File: config.mk
export PLATFORM = sky130hd
export DESIGN_NAME = adc_processing
export DESIGN_NICKNAME = d
export VERILOG_FILES = /design/src/verilog/adc_proc_pkg.sv /design/src/verilog/adc_calibration.sv /design/src/verilog/adc_control_regs.sv /design/src/verilog/adc_processing.sv /design/src/verilog/sample_decimator.sv /design/src/verilog/threshold_comparator.sv
export SDC_FILE = /design/constraint.sdc
export NUM_CORES = 1
export LEC_CHECK = 0
export ABC_CLOCK_PERIOD_IN_PS = 4570
export BUFFER_PORTS_ARGS = -buffer_cell sky130_fd_sc_hd__buf_2
export CAP_MARGIN = 20
export CORE_MARGIN = 5
export CORE_UTILIZATION = 25
export CTS_CLUSTER_DIAMETER = 120
export DETAILED_ROUTE_END_ITERATION = 8
export SETUP_SLACK_MARGIN = 0.3
export SLEW_MARGIN = 15
export SYNTH_ARGS = -nofsm -noshare
export SYNTH_HDL_FRONTEND = slang
export SYNTH_SLANG_ARGS = --single-unit
File: constraint.sdc
create_clock -name clock -period 4.57 [get_ports clock]
set_input_delay 0.914 -clock clock [delete_from_list [all_inputs] [get_ports clock]]
set_output_delay 0.914 -clock clock [all_outputs]
set_load 0.03 [all_outputs]
File: src/verilog/adc_proc_pkg.sv
/*
 * Shared types and register map of the ADC post-processing block.
 * Every data-path module and the register file import from here.
 */
`default_nettype none

package adc_proc_pkg;

    // One ADC sample or calibrated result, always signed
    typedef logic signed [15:0] sample_t;

    // Channel tag of a multiplexed sample, up to four channels
    typedef logic [1:0] channel_t;

    // Register bus types
    typedef logic [4:0]  reg_addr_t;
    typedef logic [31:0] reg_data_t;

    // Configuration field types
    typedef logic [2:0] shift_t;
    typedef logic [7:0] ratio_t;
    typedef logic [7:0] delay_t;

    // Byte offsets of the registers
    localparam reg_addr_t ADDR_CMP_LOW_F  = 5'h00;
    localparam reg_addr_t ADDR_CMP_LOW_R  = 5'h04;
    localparam reg_addr_t ADDR_CMP_HIGH_F = 5'h08;
    localparam reg_addr_t ADDR_CMP_HIGH_R = 5'h0C;
    localparam reg_addr_t ADDR_CAL_COEFF  = 5'h10;
    localparam reg_addr_t ADDR_CONTROL    = 5'h14;

endpackage

`default_nettype wire

File: src/verilog/adc_calibration.sv
/*
 * Offset and gain calibration of the multiplexed sample stream.
 * Adds the channel offset with saturation, then shifts right by cal_shift.
 */
`timescale 1ns/1ps
`default_nettype none

module adc_calibration #(
    parameter int N_CHANNELS = 4
) (
    input  wire                        clock,
    input  wire                        arst_n,
    input  wire                        sample_valid,
    input  wire adc_proc_pkg::channel_t sample_channel,
    input  wire adc_proc_pkg::sample_t sample_data,
    input  wire adc_proc_pkg::sample_t cal_offset [N_CHANNELS],
    input  wire adc_proc_pkg::shift_t  cal_shift,
    output logic                       fast_valid,
    output adc_proc_pkg::channel_t     fast_channel,
    output adc_proc_pkg::sample_t      fast_data
);

    import adc_proc_pkg::*;

    sample_t            offset_sel;
    logic signed [16:0] sum;
    sample_t            sum_sat;

    // Offset lookup; a tag outside the configured channels gets no offset
    always_comb begin
        offset_sel = '0;
        for (int i = 0; i < N_CHANNELS; i++) begin
            if (sample_channel == i[1:0]) begin
                offset_sel = cal_offset[i];
            end
        end
    end

    // One guard bit is enough to detect overflow of a 16-bit addition
    assign sum = sample_data + offset_sel;

    always_comb begin
        if (sum > 17'sd32767) begin
            sum_sat = 16'sh7FFF;
        end else if (sum < -17'sd32768) begin
            sum_sat = 16'sh8000;
        end else begin
            sum_sat = sum[15:0];
        end
    end

    always_ff @(posedge clock or negedge arst_n) begin
        if (!arst_n) begin
            fast_valid <= 1'b0;
        end else begin
            fast_valid <= sample_valid;
        end
    end

    // Payload follows the strobe; the shift keeps the sign
    always_ff @(posedge clock) begin
        if (sample_valid) begin
            fast_channel <= sample_channel;
            fast_data    <= sum_sat >>> cal_shift;
        end
    end

    assert property (@(posedge clock) disable iff (!arst_n)
        sample_valid |-> int'(sample_channel) < N_CHANNELS);

endmodule

`default_nettype wire

File: src/verilog/adc_control_regs.sv
/*
 * Register file of the ADC post-processing block.
 * Holds thresholds, per-channel offsets and the control word, produces the
 * clear pulses and runs the fault-delay counter on the slow comparator trips.
 */
`timescale 1ns/1ps
`default_nettype none

module adc_control_regs #(
    parameter int N_CHANNELS   = 4,
    parameter int STICKY_FAULT = 1
) (
    input  wire                       clock,
    input  wire                       arst_n,
    input  wire                       reg_write,
    input  wire adc_proc_pkg::reg_addr_t reg_addr,
    input  wire adc_proc_pkg::reg_data_t reg_wdata,
    output adc_proc_pkg::reg_data_t   reg_rdata,
    input  wire                       slow_trip_high,
    input  wire                       slow_trip_low,
    output adc_proc_pkg::sample_t     fast_thresholds [4],
    output adc_proc_pkg::sample_t     slow_thresholds [4],
    output logic [1:0]                latch_mode,
    output logic [1:0]                clear_latch,
    output adc_proc_pkg::sample_t     cal_offset [N_CHANNELS],
    output adc_proc_pkg::shift_t      cal_shift,
    output adc_proc_pkg::ratio_t      decimation,
    output logic                      fault
);

    import adc_proc_pkg::*;

    // Writable bits of the control word; clear bits and spares read as zero
    localparam reg_data_t CONTROL_MASK = 32'hFF02_FFE6;

    reg_data_t thr_q [4];
    reg_data_t coeff_q;
    reg_data_t control_q;
    logic      clear_fault;
    delay_t    fault_count;
    delay_t    fault_delay;
    logic      fault_disable;
    logic      trip_any;

    // Threshold word order is low_f, low_r, high_f, high_r
    always_comb begin
        for (int i = 0; i < 4; i++) begin
            fast_thresholds[i] = thr_q[i][15:0];
            slow_thresholds[i] = thr_q[i][31:16];
        end
    end

    assign latch_mode    = control_q[2:1];
    assign cal_shift     = control_q[7:5];
    assign fault_delay   = control_q[15:8];
    assign fault_disable = control_q[17];
    assign decimation    = control_q[31:24];

    always_ff @(posedge clock or negedge arst_n) begin
        if (!arst_n) begin
            for (int i = 0; i < 4; i++) begin
                thr_q[i] <= '0;
            end
            for (int i = 0; i < N_CHANNELS; i++) begin
                cal_offset[i] <= '0;
            end
            coeff_q     <= '0;
            control_q   <= '0;
            clear_latch <= '0;
            clear_fault <= 1'b0;
        end else begin
            // Clear strobes last exactly one cycle after the control write
            clear_latch <= '0;
            clear_fault <= 1'b0;
            if (reg_write) begin
                case (reg_addr)
                    ADDR_CMP_LOW_F:  thr_q[0] <= reg_wdata;
                    ADDR_CMP_LOW_R:  thr_q[1] <= reg_wdata;
                    ADDR_CMP_HIGH_F: thr_q[2] <= reg_wdata;
                    ADDR_CMP_HIGH_R: thr_q[3] <= reg_wdata;
                    ADDR_CAL_COEFF: begin
                        coeff_q <= {reg_wdata[31:16], 14'd0, reg_wdata[1:0]};
                        // Only the addressed channel takes the new offset
                        for (int i = 0; i < N_CHANNELS; i++) begin
                            if (reg_wdata[1:0] == i[1:0]) begin
                                cal_offset[i] <= reg_wdata[31:16];
                            end
                        end
                    end
                    ADDR_CONTROL: begin
                        control_q   <= reg_wdata & CONTROL_MASK;
                        clear_latch <= reg_wdata[4:3];
                        clear_fault <= reg_wdata[16];
                    end
                    default: ;
                endcase
            end
        end
    end

    // Read port is combinational and unknown offsets read zero
    always_comb begin
        case (reg_addr)
            ADDR_CMP_LOW_F:  reg_rdata = thr_q[0];
            ADDR_CMP_LOW_R:  reg_rdata = thr_q[1];
            ADDR_CMP_HIGH_F: reg_rdata = thr_q[2];
            ADDR_CMP_HIGH_R: reg_rdata = thr_q[3];
            ADDR_CAL_COEFF:  reg_rdata = coeff_q;
            ADDR_CONTROL:    reg_rdata = control_q;
            default:         reg_rdata = '0;
        endcase
    end

    assign trip_any = slow_trip_high | slow_trip_low;

    // The counter runs while a slow trip stays active and restarts when both drop
    // Fault is raised on the edge where the count has reached fault_delay
    always_ff @(posedge clock or negedge arst_n) begin
        if (!arst_n) begin
            fault_count <= '0;
            fault       <= 1'b0;
        end else begin
            if (!trip_any) begin
                fault_count <= '0;
            end else if (fault_count != fault_delay) begin
                fault_count <= fault_count + 8'd1;
            end
            if (trip_any && fault_count == fault_delay && !fault_disable) begin
                fault <= 1'b1;
            end else if (STICKY_FAULT != 0) begin
                // Sticky fault waits for an explicit clear
                if (clear_fault) begin
                    fault <= 1'b0;
                end
            end else begin
                fault <= 1'b0;
            end
        end
    end

    // A disabled fault path must never produce a rising fault
    assert property (@(posedge clock) disable iff (!arst_n)
        $rose(fault) |-> !$past(fault_disable));

endmodule

`default_nettype wire

File: src/verilog/adc_processing.sv
/*
 * Top level of the ADC post-processing block.
 * Samples pass through calibration to the fast output and through the
 * decimator to the filtered output; fast and slow comparators watch both.
 */
`timescale 1ns/1ps
`default_nettype none

module adc_processing #(
    parameter int N_CHANNELS   = 4,
    parameter int STICKY_FAULT = 1
) (
    input  wire                        clock,
    input  wire                        arst_n,
    input  wire                        sample_valid,
    input  wire adc_proc_pkg::channel_t sample_channel,
    input  wire adc_proc_pkg::sample_t sample_data,
    input  wire                        reg_write,
    input  wire adc_proc_pkg::reg_addr_t reg_addr,
    input  wire adc_proc_pkg::reg_data_t reg_wdata,
    output adc_proc_pkg::reg_data_t    reg_rdata,
    output logic                       fast_valid,
    output adc_proc_pkg::channel_t     fast_channel,
    output adc_proc_pkg::sample_t      fast_data,
    output logic                       filtered_valid,
    output adc_proc_pkg::channel_t     filtered_channel,
    output adc_proc_pkg::sample_t      filtered_data,
    output logic                       fast_trip_high,
    output logic                       fast_trip_low,
    output logic                       slow_trip_high,
    output logic                       slow_trip_low,
    output logic                       fault
);

    import adc_proc_pkg::*;

    sample_t    fast_thresholds [4];
    sample_t    slow_thresholds [4];
    sample_t    cal_offset [N_CHANNELS];
    shift_t     cal_shift;
    ratio_t     decimation;
    logic [1:0] latch_mode;
    logic [1:0] clear_latch;

    adc_control_regs #(
        .N_CHANNELS(N_CHANNELS),
        .STICKY_FAULT(STICKY_FAULT)
    ) i_control (
        .clock(clock),
        .arst_n(arst_n),
        .reg_write(reg_write),
        .reg_addr(reg_addr),
        .reg_wdata(reg_wdata),
        .reg_rdata(reg_rdata),
        .slow_trip_high(slow_trip_high),
        .slow_trip_low(slow_trip_low),
        .fast_thresholds(fast_thresholds),
        .slow_thresholds(slow_thresholds),
        .latch_mode(latch_mode),
        .clear_latch(clear_latch),
        .cal_offset(cal_offset),
        .cal_shift(cal_shift),
        .decimation(decimation),
        .fault(fault)
    );

    adc_calibration #(
        .N_CHANNELS(N_CHANNELS)
    ) i_calibration (
        .clock(clock),
        .arst_n(arst_n),
        .sample_valid(sample_valid),
        .sample_channel(sample_channel),
        .sample_data(sample_data),
        .cal_offset(cal_offset),
        .cal_shift(cal_shift),
        .fast_valid(fast_valid),
        .fast_channel(fast_channel),
        .fast_data(fast_data)
    );

    sample_decimator #(
        .N_CHANNELS(N_CHANNELS)
    ) i_decimator (
        .clock(clock),
        .arst_n(arst_n),
        .in_valid(fast_valid),
        .in_channel(fast_channel),
        .in_data(fast_data),
        .decimation(decimation),
        .out_valid(filtered_valid),
        .out_channel(filtered_channel),
        .out_data(filtered_data)
    );

    // Bit 0 of latch_mode and clear_latch belongs to the fast comparator
    threshold_comparator #(
        .N_CHANNELS(N_CHANNELS)
    ) fast_cmp (
        .clock(clock),
        .arst_n(arst_n),
        .in_valid(fast_valid),
        .in_channel(fast_channel),
        .in_data(fast_data),
        .thresholds(fast_thresholds),
        .latching_mode(latch_mode[0]),
        .clear_latch(clear_latch[0]),
        .trip_high(fast_trip_high),
        .trip_low(fast_trip_low)
    );

    threshold_comparator #(
        .N_CHANNELS(N_CHANNELS)
    ) slow_cmp (
        .clock(clock),
        .arst_n(arst_n),
        .in_valid(filtered_valid),
        .in_channel(filtered_channel),
        .in_data(filtered_data),
        .thresholds(slow_thresholds),
        .latching_mode(latch_mode[1]),
        .clear_latch(clear_latch[1]),
        .trip_high(slow_trip_high),
        .trip_low(slow_trip_low)
    );

endmodule

`default_nettype wire

File: src/verilog/sample_decimator.sv
/*
 * Per-channel decimator of the calibrated stream.
 * Forwards the first sample of each channel and then every Nth one.
 */
`timescale 1ns/1ps
`default_nettype none

module sample_decimator #(
    parameter int N_CHANNELS = 4
) (
    input  wire                        clock,
    input  wire                        arst_n,
    input  wire                        in_valid,
    input  wire adc_proc_pkg::channel_t in_channel,
    input  wire adc_proc_pkg::sample_t in_data,
    input  wire adc_proc_pkg::ratio_t  decimation,
    output logic                       out_valid,
    output adc_proc_pkg::channel_t     out_channel,
    output adc_proc_pkg::sample_t      out_data
);

    import adc_proc_pkg::*;

    ratio_t count [N_CHANNELS];
    ratio_t ratio;

    // A ratio of zero behaves as one, so every sample passes
    assign ratio = (decimation == '0) ? 8'd1 : decimation;

    always_ff @(posedge clock or negedge arst_n) begin
        if (!arst_n) begin
            out_valid <= 1'b0;
            for (int i = 0; i < N_CHANNELS; i++) begin
                count[i] <= '0;
            end
        end else begin
            out_valid <= 1'b0;
            for (int i = 0; i < N_CHANNELS; i++) begin
                // Only the channel of the current sample advances
                if (in_valid && in_channel == i[1:0]) begin
                    out_valid <= (count[i] == '0);
                    // Wraps early too if the ratio shrank below the count
                    if (count[i] >= ratio - 8'd1) begin
                        count[i] <= '0;
                    end else begin
                        count[i] <= count[i] + 8'd1;
                    end
                end
            end
        end
    end

    always_ff @(posedge clock) begin
        if (in_valid) begin
            out_channel <= in_channel;
            out_data    <= in_data;
        end
    end

    // Nothing leaves the decimator without a sample on the previous cycle
    assert property (@(posedge clock) disable iff (!arst_n)
        !in_valid |=> !out_valid);

endmodule

`default_nettype wire

File: src/verilog/threshold_comparator.sv
/*
 * Window comparator with hysteresis on a multiplexed sample stream.
 * Tracks a high and a low state per channel and reports their OR.
 * In latching mode the states stay set until clear_latch.
 */
`timescale 1ns/1ps
`default_nettype none

module threshold_comparator #(
    parameter int N_CHANNELS = 4
) (
    input  wire                        clock,
    input  wire                        arst_n,
    input  wire                        in_valid,
    input  wire adc_proc_pkg::channel_t in_channel,
    input  wire adc_proc_pkg::sample_t in_data,
    input  wire adc_proc_pkg::sample_t thresholds [4],
    input  wire                        latching_mode,
    input  wire                        clear_latch,
    output logic                       trip_high,
    output logic                       trip_low
);

    import adc_proc_pkg::*;

    logic [N_CHANNELS-1:0] high_state;
    logic [N_CHANNELS-1:0] low_state;
    sample_t               low_f;
    sample_t               low_r;
    sample_t               high_f;
    sample_t               high_r;

    assign low_f  = thresholds[0];
    assign low_r  = thresholds[1];
    assign high_f = thresholds[2];
    assign high_r = thresholds[3];

    always_ff @(posedge clock or negedge arst_n) begin
        if (!arst_n) begin
            high_state <= '0;
            low_state  <= '0;
        end else begin
            // Clearing drops every channel, a sample on the same edge may set again
            if (clear_latch) begin
                high_state <= '0;
                low_state  <= '0;
            end
            for (int i = 0; i < N_CHANNELS; i++) begin
                if (in_valid && in_channel == i[1:0]) begin
                    // Setting conditions apply in both modes
                    if (in_data > high_r) begin
                        high_state[i] <= 1'b1;
                    end else if (!latching_mode && in_data < high_f) begin
                        high_state[i] <= 1'b0;
                    end
                    if (in_data < low_f) begin
                        low_state[i] <= 1'b1;
                    end else if (!latching_mode && in_data > low_r) begin
                        low_state[i] <= 1'b0;
                    end
                end
            end
        end
    end

    // Any channel out of window trips the output
    assign trip_high = |high_state;
    assign trip_low  = |low_state;

endmodule

`default_nettype wire
* Word level (Yosys, flattened, before mapping)
Cells that the tools add are included.
Storage, ports and cells: bits in registers 330, bits of input ports 59
Operators by class: $add $sub $neg 7, magnitude comparators 14, eq/ne operators 20, shift operators 1, mux-type cells 76, bitwise gates (word level) 1, reduce and logical (&&, ||, !) cells 42
Operator list (number):
- $pmux W32 S6 | 1
- $mux W16 | 6
- $gt A16 B16 Y1 | 4
- $lt A16 B16 Y1 | 4
- $mux W1 | 56
- $mux W8 | 7
- $add A8 B1 Y8 const B | 5
- $logic_not A8 Y1 | 5
- $ge A8 B8 Y1 | 4
- $add A16 B16 Y17 | 1
- $gt A17 B16 Y1 const B | 1
- $lt A17 B16 Y1 const B | 1
- $eq A2 B2 Y1 const B | 8
- $mux W4 | 4
- $reduce_or A4 Y1 | 4
- $sshr A16 B3 Y16 | 1
- $logic_and A1 B1 Y1 | 14
- $reduce_and A2 Y1 | 6
- $reduce_and A3 Y1 | 4
- $eq A5 B4 Y1 const B | 2
- $eq A5 B5 Y1 const B | 2
- $eq A2 B1 Y1 const B | 4
- $eq A8 B8 Y1 | 1
- $logic_not A2 Y1 | 4
- other kinds (9) | 12

* Depth between registers and ports, before layout
word-level depth 10, gate-level depth with buffers 17, mapped depth without buffers 14

* Cells and area by module
A second synthesis with hierarchy kept.
Unflattened totals: cells, all modules 1870, area total of the unflattened synthesis 20372.0 um^2
By module, submodules not included:
- adc_control_regs | instances 1, cells an instance 769, area each 10502.6 um^2, sequential area each 6105.9 um^2
- sample_decimator | instances 1, cells an instance 303, area each 3110.5 um^2, sequential area each 1366.3 um^2
- adc_calibration | instances 1, cells an instance 246, area each 2526.2 um^2, sequential area each 565.5 um^2
- threshold_comparator at fast_cmp | instances 1, cells an instance 277, area each 2157.1 um^2, sequential area each 200.2 um^2
- threshold_comparator at slow_cmp | instances 1, cells an instance 275, area each 2075.7 um^2, sequential area each 200.2 um^2

* Least setup slack after synthesis
Ideal clock, no wire load.
path kind input-to-reg, start point in sample_channel[0], end point reg i_calibration.fast_data[11], data pin, setup time 142 ps, data arrival time 4591 ps, data required time 4428 ps, path slack -163 ps, cell stages on the path 15, buffers on the path 2, path through clkbuf_1 -> buf_1 -> mux4_2 -> ha_1 -> inv_1 -> fa_1 -> nand2b_1 -> a21oi_1 -> o211ai_1 -> a31oi_1 -> xor2_1 -> inv_1 -> mux4_2 -> maj3_2 -> o21ai_2
Between the ends: cells in the longest elaborated chain, start to end 10, elaborated cells on any way between the ends 14, classes of those cells add/sub (1); order compare (2); eq/ne (3); shift (1); mux (6); reduce/logical (1)
Ends and longest elaborated chain:
- start, declared | RTL line adc_processing.sv:16 | input wire adc_proc_pkg::channel_t sample_channel,
- $logic_not A2 Y1 | RTL line adc_calibration.sv:33 | if (sample_channel == i[1:0]) begin
- $mux W16 (3 in series) | RTL line adc_calibration.sv:33
- $mux W16 (*) | RTL line adc_calibration.sv:33
- $add A16 B16 Y17 (*) | RTL line adc_calibration.sv:40 | assign sum = sample_data + offset_sel;
- $lt A17 B16 Y1 | RTL line adc_calibration.sv:45 | end else if (sum < -17'sd32768) begin
- $mux W16 | RTL line adc_calibration.sv:45
- $mux W16 (*) | RTL line adc_calibration.sv:43 | if (sum > 17'sd32767) begin
- $sshr A16 B3 Y16 (*) | RTL line adc_calibration.sv:64 | fast_data <= sum_sat >>> cal_shift;
- end signal, assigned | RTL line adc_calibration.sv:64
- end, declared | RTL line adc_calibration.sv:20 | output adc_proc_pkg::sample_t fast_data
Every way passes the cells marked *; elsewhere a longest branch is shown, timed or not. A chain may end at the register's enable or synchronous reset.

* Worst setup path after layout
start point in reg_addr[3], end point out reg_rdata[16]
Between the ends: cells in the longest elaborated chain, start to end 2, elaborated cells on any way between the ends 7, classes of those cells eq/ne (5); mux (1); reduce/logical (1)
Ends and longest elaborated chain:
- start, declared | RTL line adc_processing.sv:19 | input wire adc_proc_pkg::reg_addr_t reg_addr,
- $eq A5 B5 Y1 (tied with other cells) | RTL line adc_control_regs.sv:103 | case (reg_addr)
- $pmux W32 S6 (*) | RTL line adc_control_regs.sv:103
- end, declared | RTL line adc_processing.sv:21 | output adc_proc_pkg::reg_data_t reg_rdata,
Marks and branches as above.

==> results_dict.tcl <==
set metrics [dict create \
    fmaxAchievable_mhz 256.6 \
    route.detailed.drc 0 \
    placement_rows 103 \
    post-route-period-util_pct 85.28 \
    numPortBuffers 133 \
    grt_util_met1_pct 18.48 \
    synthesis.yosys.warnings 0 \
    dpl_cell_area_um2 21910 \
    power.ir.vdd_worst_uv 277.7 \
    hold_violations 0 \
    critPathRequiredTime_ns 3.66 \
    worstSkewPairLatency_ns 0.56 \
    place_congestion 0.8656 \
    fin_setup_tns_ns 0 \
    placed_cells_incl_taps 2990 \
    hold_path.class "reg -> reg" \
    clock_skew_ns 0.01174 \
    synth_fp_nets 2088 \
    global_route.peak_usage_layer "met2" \
    htreeDepth 2 \
    setup-violations-final 0 \
    worstSetupStartpointType "input port" \
    n_fill_cell 8197 \
    power.leakage_nw 10.66 \
    start_util_pct 25.21 \
    drt-vias-per-instance 4.822 \
    power_density_nw_per_um2 463.4 \
    grt_setup_unrepaired "no" \
    numCtsBuffers 39 \
    antenna_found_initial 11 \
    worstSetupPathType "in -> out" \
    area_delta_synth_final_pct 16.74 \
    cp_cell_sequence "buf_2 -> buf_4 -> and3_1 -> buf_4 -> a22oi_1 -> o21ai_0 -> buf_2" \
    cts.sink_count 330 \
    dieWidth_um 292.0 \
    critical-path-max-stage-delay_ns 0.53 \
    grt_util_met3_pct 3.316 \
    final_cells 3064 \
    synth_top_area_cell "sky130_fd_sc_hd__dfrtp_1" \
    dp_hpwl_um 45370 \
    clk_path_buf_depth 3 \
    finalMaxSlewViolations 0 \
    post_synth.cell_area_avg_um2 10.77 \
    postLayoutCellArea_um2 23210 \
    nNetsFinal 2223 \
    post_synth_num_cell_types 76 \
    worst-slew-pin-transition_ns 1.092 \
    proportion_of_layout_cells_with_a_drive_suffix_above_1_pct 25.60 \
    cts.reportedPaths.clkPinSlew_ns 0.06 \
    netlist_top_cells_area "sky130_fd_sc_hd__dfrtp_1 37%, sky130_fd_sc_hd__mux2_2 13%, sky130_fd_sc_hd__ha_1 11%" \
    timing.max_cap.violations 0 \
    vias 14770 \
    first_pass_grt_wire_length_um 92650 \
    worst-path-max-fanout 19 \
    post-layout-total-power_mw 10.76 \
    initial_drc_count 954 \
    first_global_vias 14920 \
    final_antenna_net_count 0 \
    cts_tree "done" \
    place_ws_ns 0.01828 \
    clock_tree.root_cell "sky130_fd_sc_hd__clkbuf_16" \
    yosysTopAreaCellShare_pct 37.00 \
    arrival_ns 2.98 \
    ys_dominant_reg_cell "sky130_fd_sc_hd__dfrtp_1" \
    die_height_um 292.0 \
    floorplan.die_area_um2 85270 \
    synth-edff-count 36 \
    syn_area_um2 19880 \
    timing.final.crit_period_ns 3.897 \
    design.core.area_um2 78870 \
    wl_per_cell_um 19.84 \
    cp-end-kind "output pin" \
    final.setup.worst_slack_ns 0.6728 \
    yosysSeqAreaShare_pct 42.44 \
    routed_wirelength_um 60800 \
    crit_slowest_cell "sky130_fd_sc_hd__and3_1" \
    met2_routing_resource_usage_after_global_routing_pct 22.98 \
    synth-seq-cells 330 \
    utilization_pct 29.43 \
    grt_util_all_layers_pct 13.93 \
    async_reset_ff_share_pct 89.09 \
    pin_count_of_the_biggest_net_entering_global_routing 113 \
    timing.slew.headroom_pct 26.96 \
    grt_remaining_overflow 0 \
    firstDrtPassIters 5 \
    timing.hold.ws_ns 0.4390 \
    status "complete, no violations" \
    synthCells 1846 \
    cts_hold_buffers 0 \
    design.portCount 134 \
]
==> layout by cell type (no fill, tap or decap), drive strengths merged, types with 23 or more instances in the layout <==
cell type    n
xor2        23
buf        168
inv        153
a22oi       31
nor2b       30
a21o        37
nand3       35
mux2       237
nand2       69
ha         182
clkbuf      55
nor2       107
o21ai      102
mux2i       47
nand4       29
dfrtp      294
nor3        28
edfxtp      36
a21oi      101
==> path summary, 6_finish.rpt <==
check	startpoint	to	slack (ns)	depth (start not counted)
hold reg to reg	i_control.clear_fault$_DFF_PN0_	i_control.fault$_DFFE_PN0P_	0.44	1
setup reg to reg	i_control.control_q[27]$_DFFE_PN0P_	i_decimator.count[16]$_DFFE_PN0P_	0.82	13
setup / recovery	reg_addr[3]	reg_rdata[16]	0.67	7
max in group asynchronous	arst_n	i_control.fast_thresholds[58]$_DFFE_PN0P_	2.97	2
hold / removal	i_control.clear_fault$_DFF_PN0_	i_control.fault$_DFFE_PN0P_	0.44	1
min in group asynchronous	arst_n	i_decimator.count[23]$_DFFE_PN0P_	0.45	1
==> worst max-delay path, delay by kind of cell <==
| family | cells | cell delay (ns) |
|---|---|---|
| AOI/OAI and AO/OA | 2 | 0.36 |
| and+or+nand+nor | 1 | 0.53 |
| buffers and inverters | 4 | 1.16 |
==> report_power, final <==
part / internal, mW / leakage, nW / switching, mW
clock network: 1.89 / 0.616 / 1.28
logic: 1.52 / 5.92 / 1.85
registers: 3.56 / 4.13 / 0.660
total: 6.97 / 10.7 / 3.79
==> sequential cells by signal, summed over array words and instances, names as in the netlist <==
register	flops
i_decimator.out_valid	1
i_calibration.fast_channel	2
i_control.clear_latch	2
i_control.fault_count	8
i_control.clear_fault	1
i_control.slow_thresholds	64
fast_cmp.low_state	4
i_control.coeff_q	18
i_calibration.fast_valid	1
i_decimator.out_data	16
i_decimator.out_channel	2
fast_cmp.high_state	4
i_control.control_q	22
slow_cmp.high_state	4
i_decimator.count	32
i_control.cal_offset	64
slow_cmp.low_state	4
i_calibration.fast_data	16
i_control.fast_thresholds	64
i_control.fault	1
==> routing by layer <==
layer	part of all wire, %	vias to the layer above
met5	0.094	-
met4	2.2	8
met3	6.9	83
met2	46	323
met1	44	7379
li1	-	6981
==> synth_stat cells, drive strengths merged, types with 29 or more instances <==
cell	n
a22oi	31
nand4	29
inv	153
nand2	69
mux2	237
clkbuf	39
dfrtp	294
nand3	35
mux2i	47
a21o	37
ha	182
buf	35
nor2b	30
edfxtp	36
o21ai	102
a21oi	101
nor2	107
==> logic make-up after synthesis <==
family	after synthesis	share of synthesized area (%)
mux	303	17.94
fa+ha+maj	186	11.71
buf+inv	228	4.456
flops	330	42.44
xor+xnor	41	1.844
compound gates	369	11.69
simple gates	389	9.912
==> layout make-up <==
class                           instances  area, um2  area share (%)
Sequential cell                       330       8438           36.36
Tap cell                             1050       1314           5.660
Timing Repair Buffer                  168       1008           4.345
Clock buffer                           55       1129           4.863
Clock inverter                         13      152.6          0.6577
Inverter                              154      578.1           2.491
Multi-Input combinational cell       1288      10580           45.56
Antenna cell                            6      15.01         0.06469
==> what timing repair did <==
| item | in CTS | in global routing |
|---|---|---|
| endpoints found under the setup margin | 0 | 1 |
| gates resized for setup | 0 | 1 |
| setup buffers | 0 | 0 |
| hold endpoints to repair | 0 | 0 |
(Power assumes the default switching activity.)
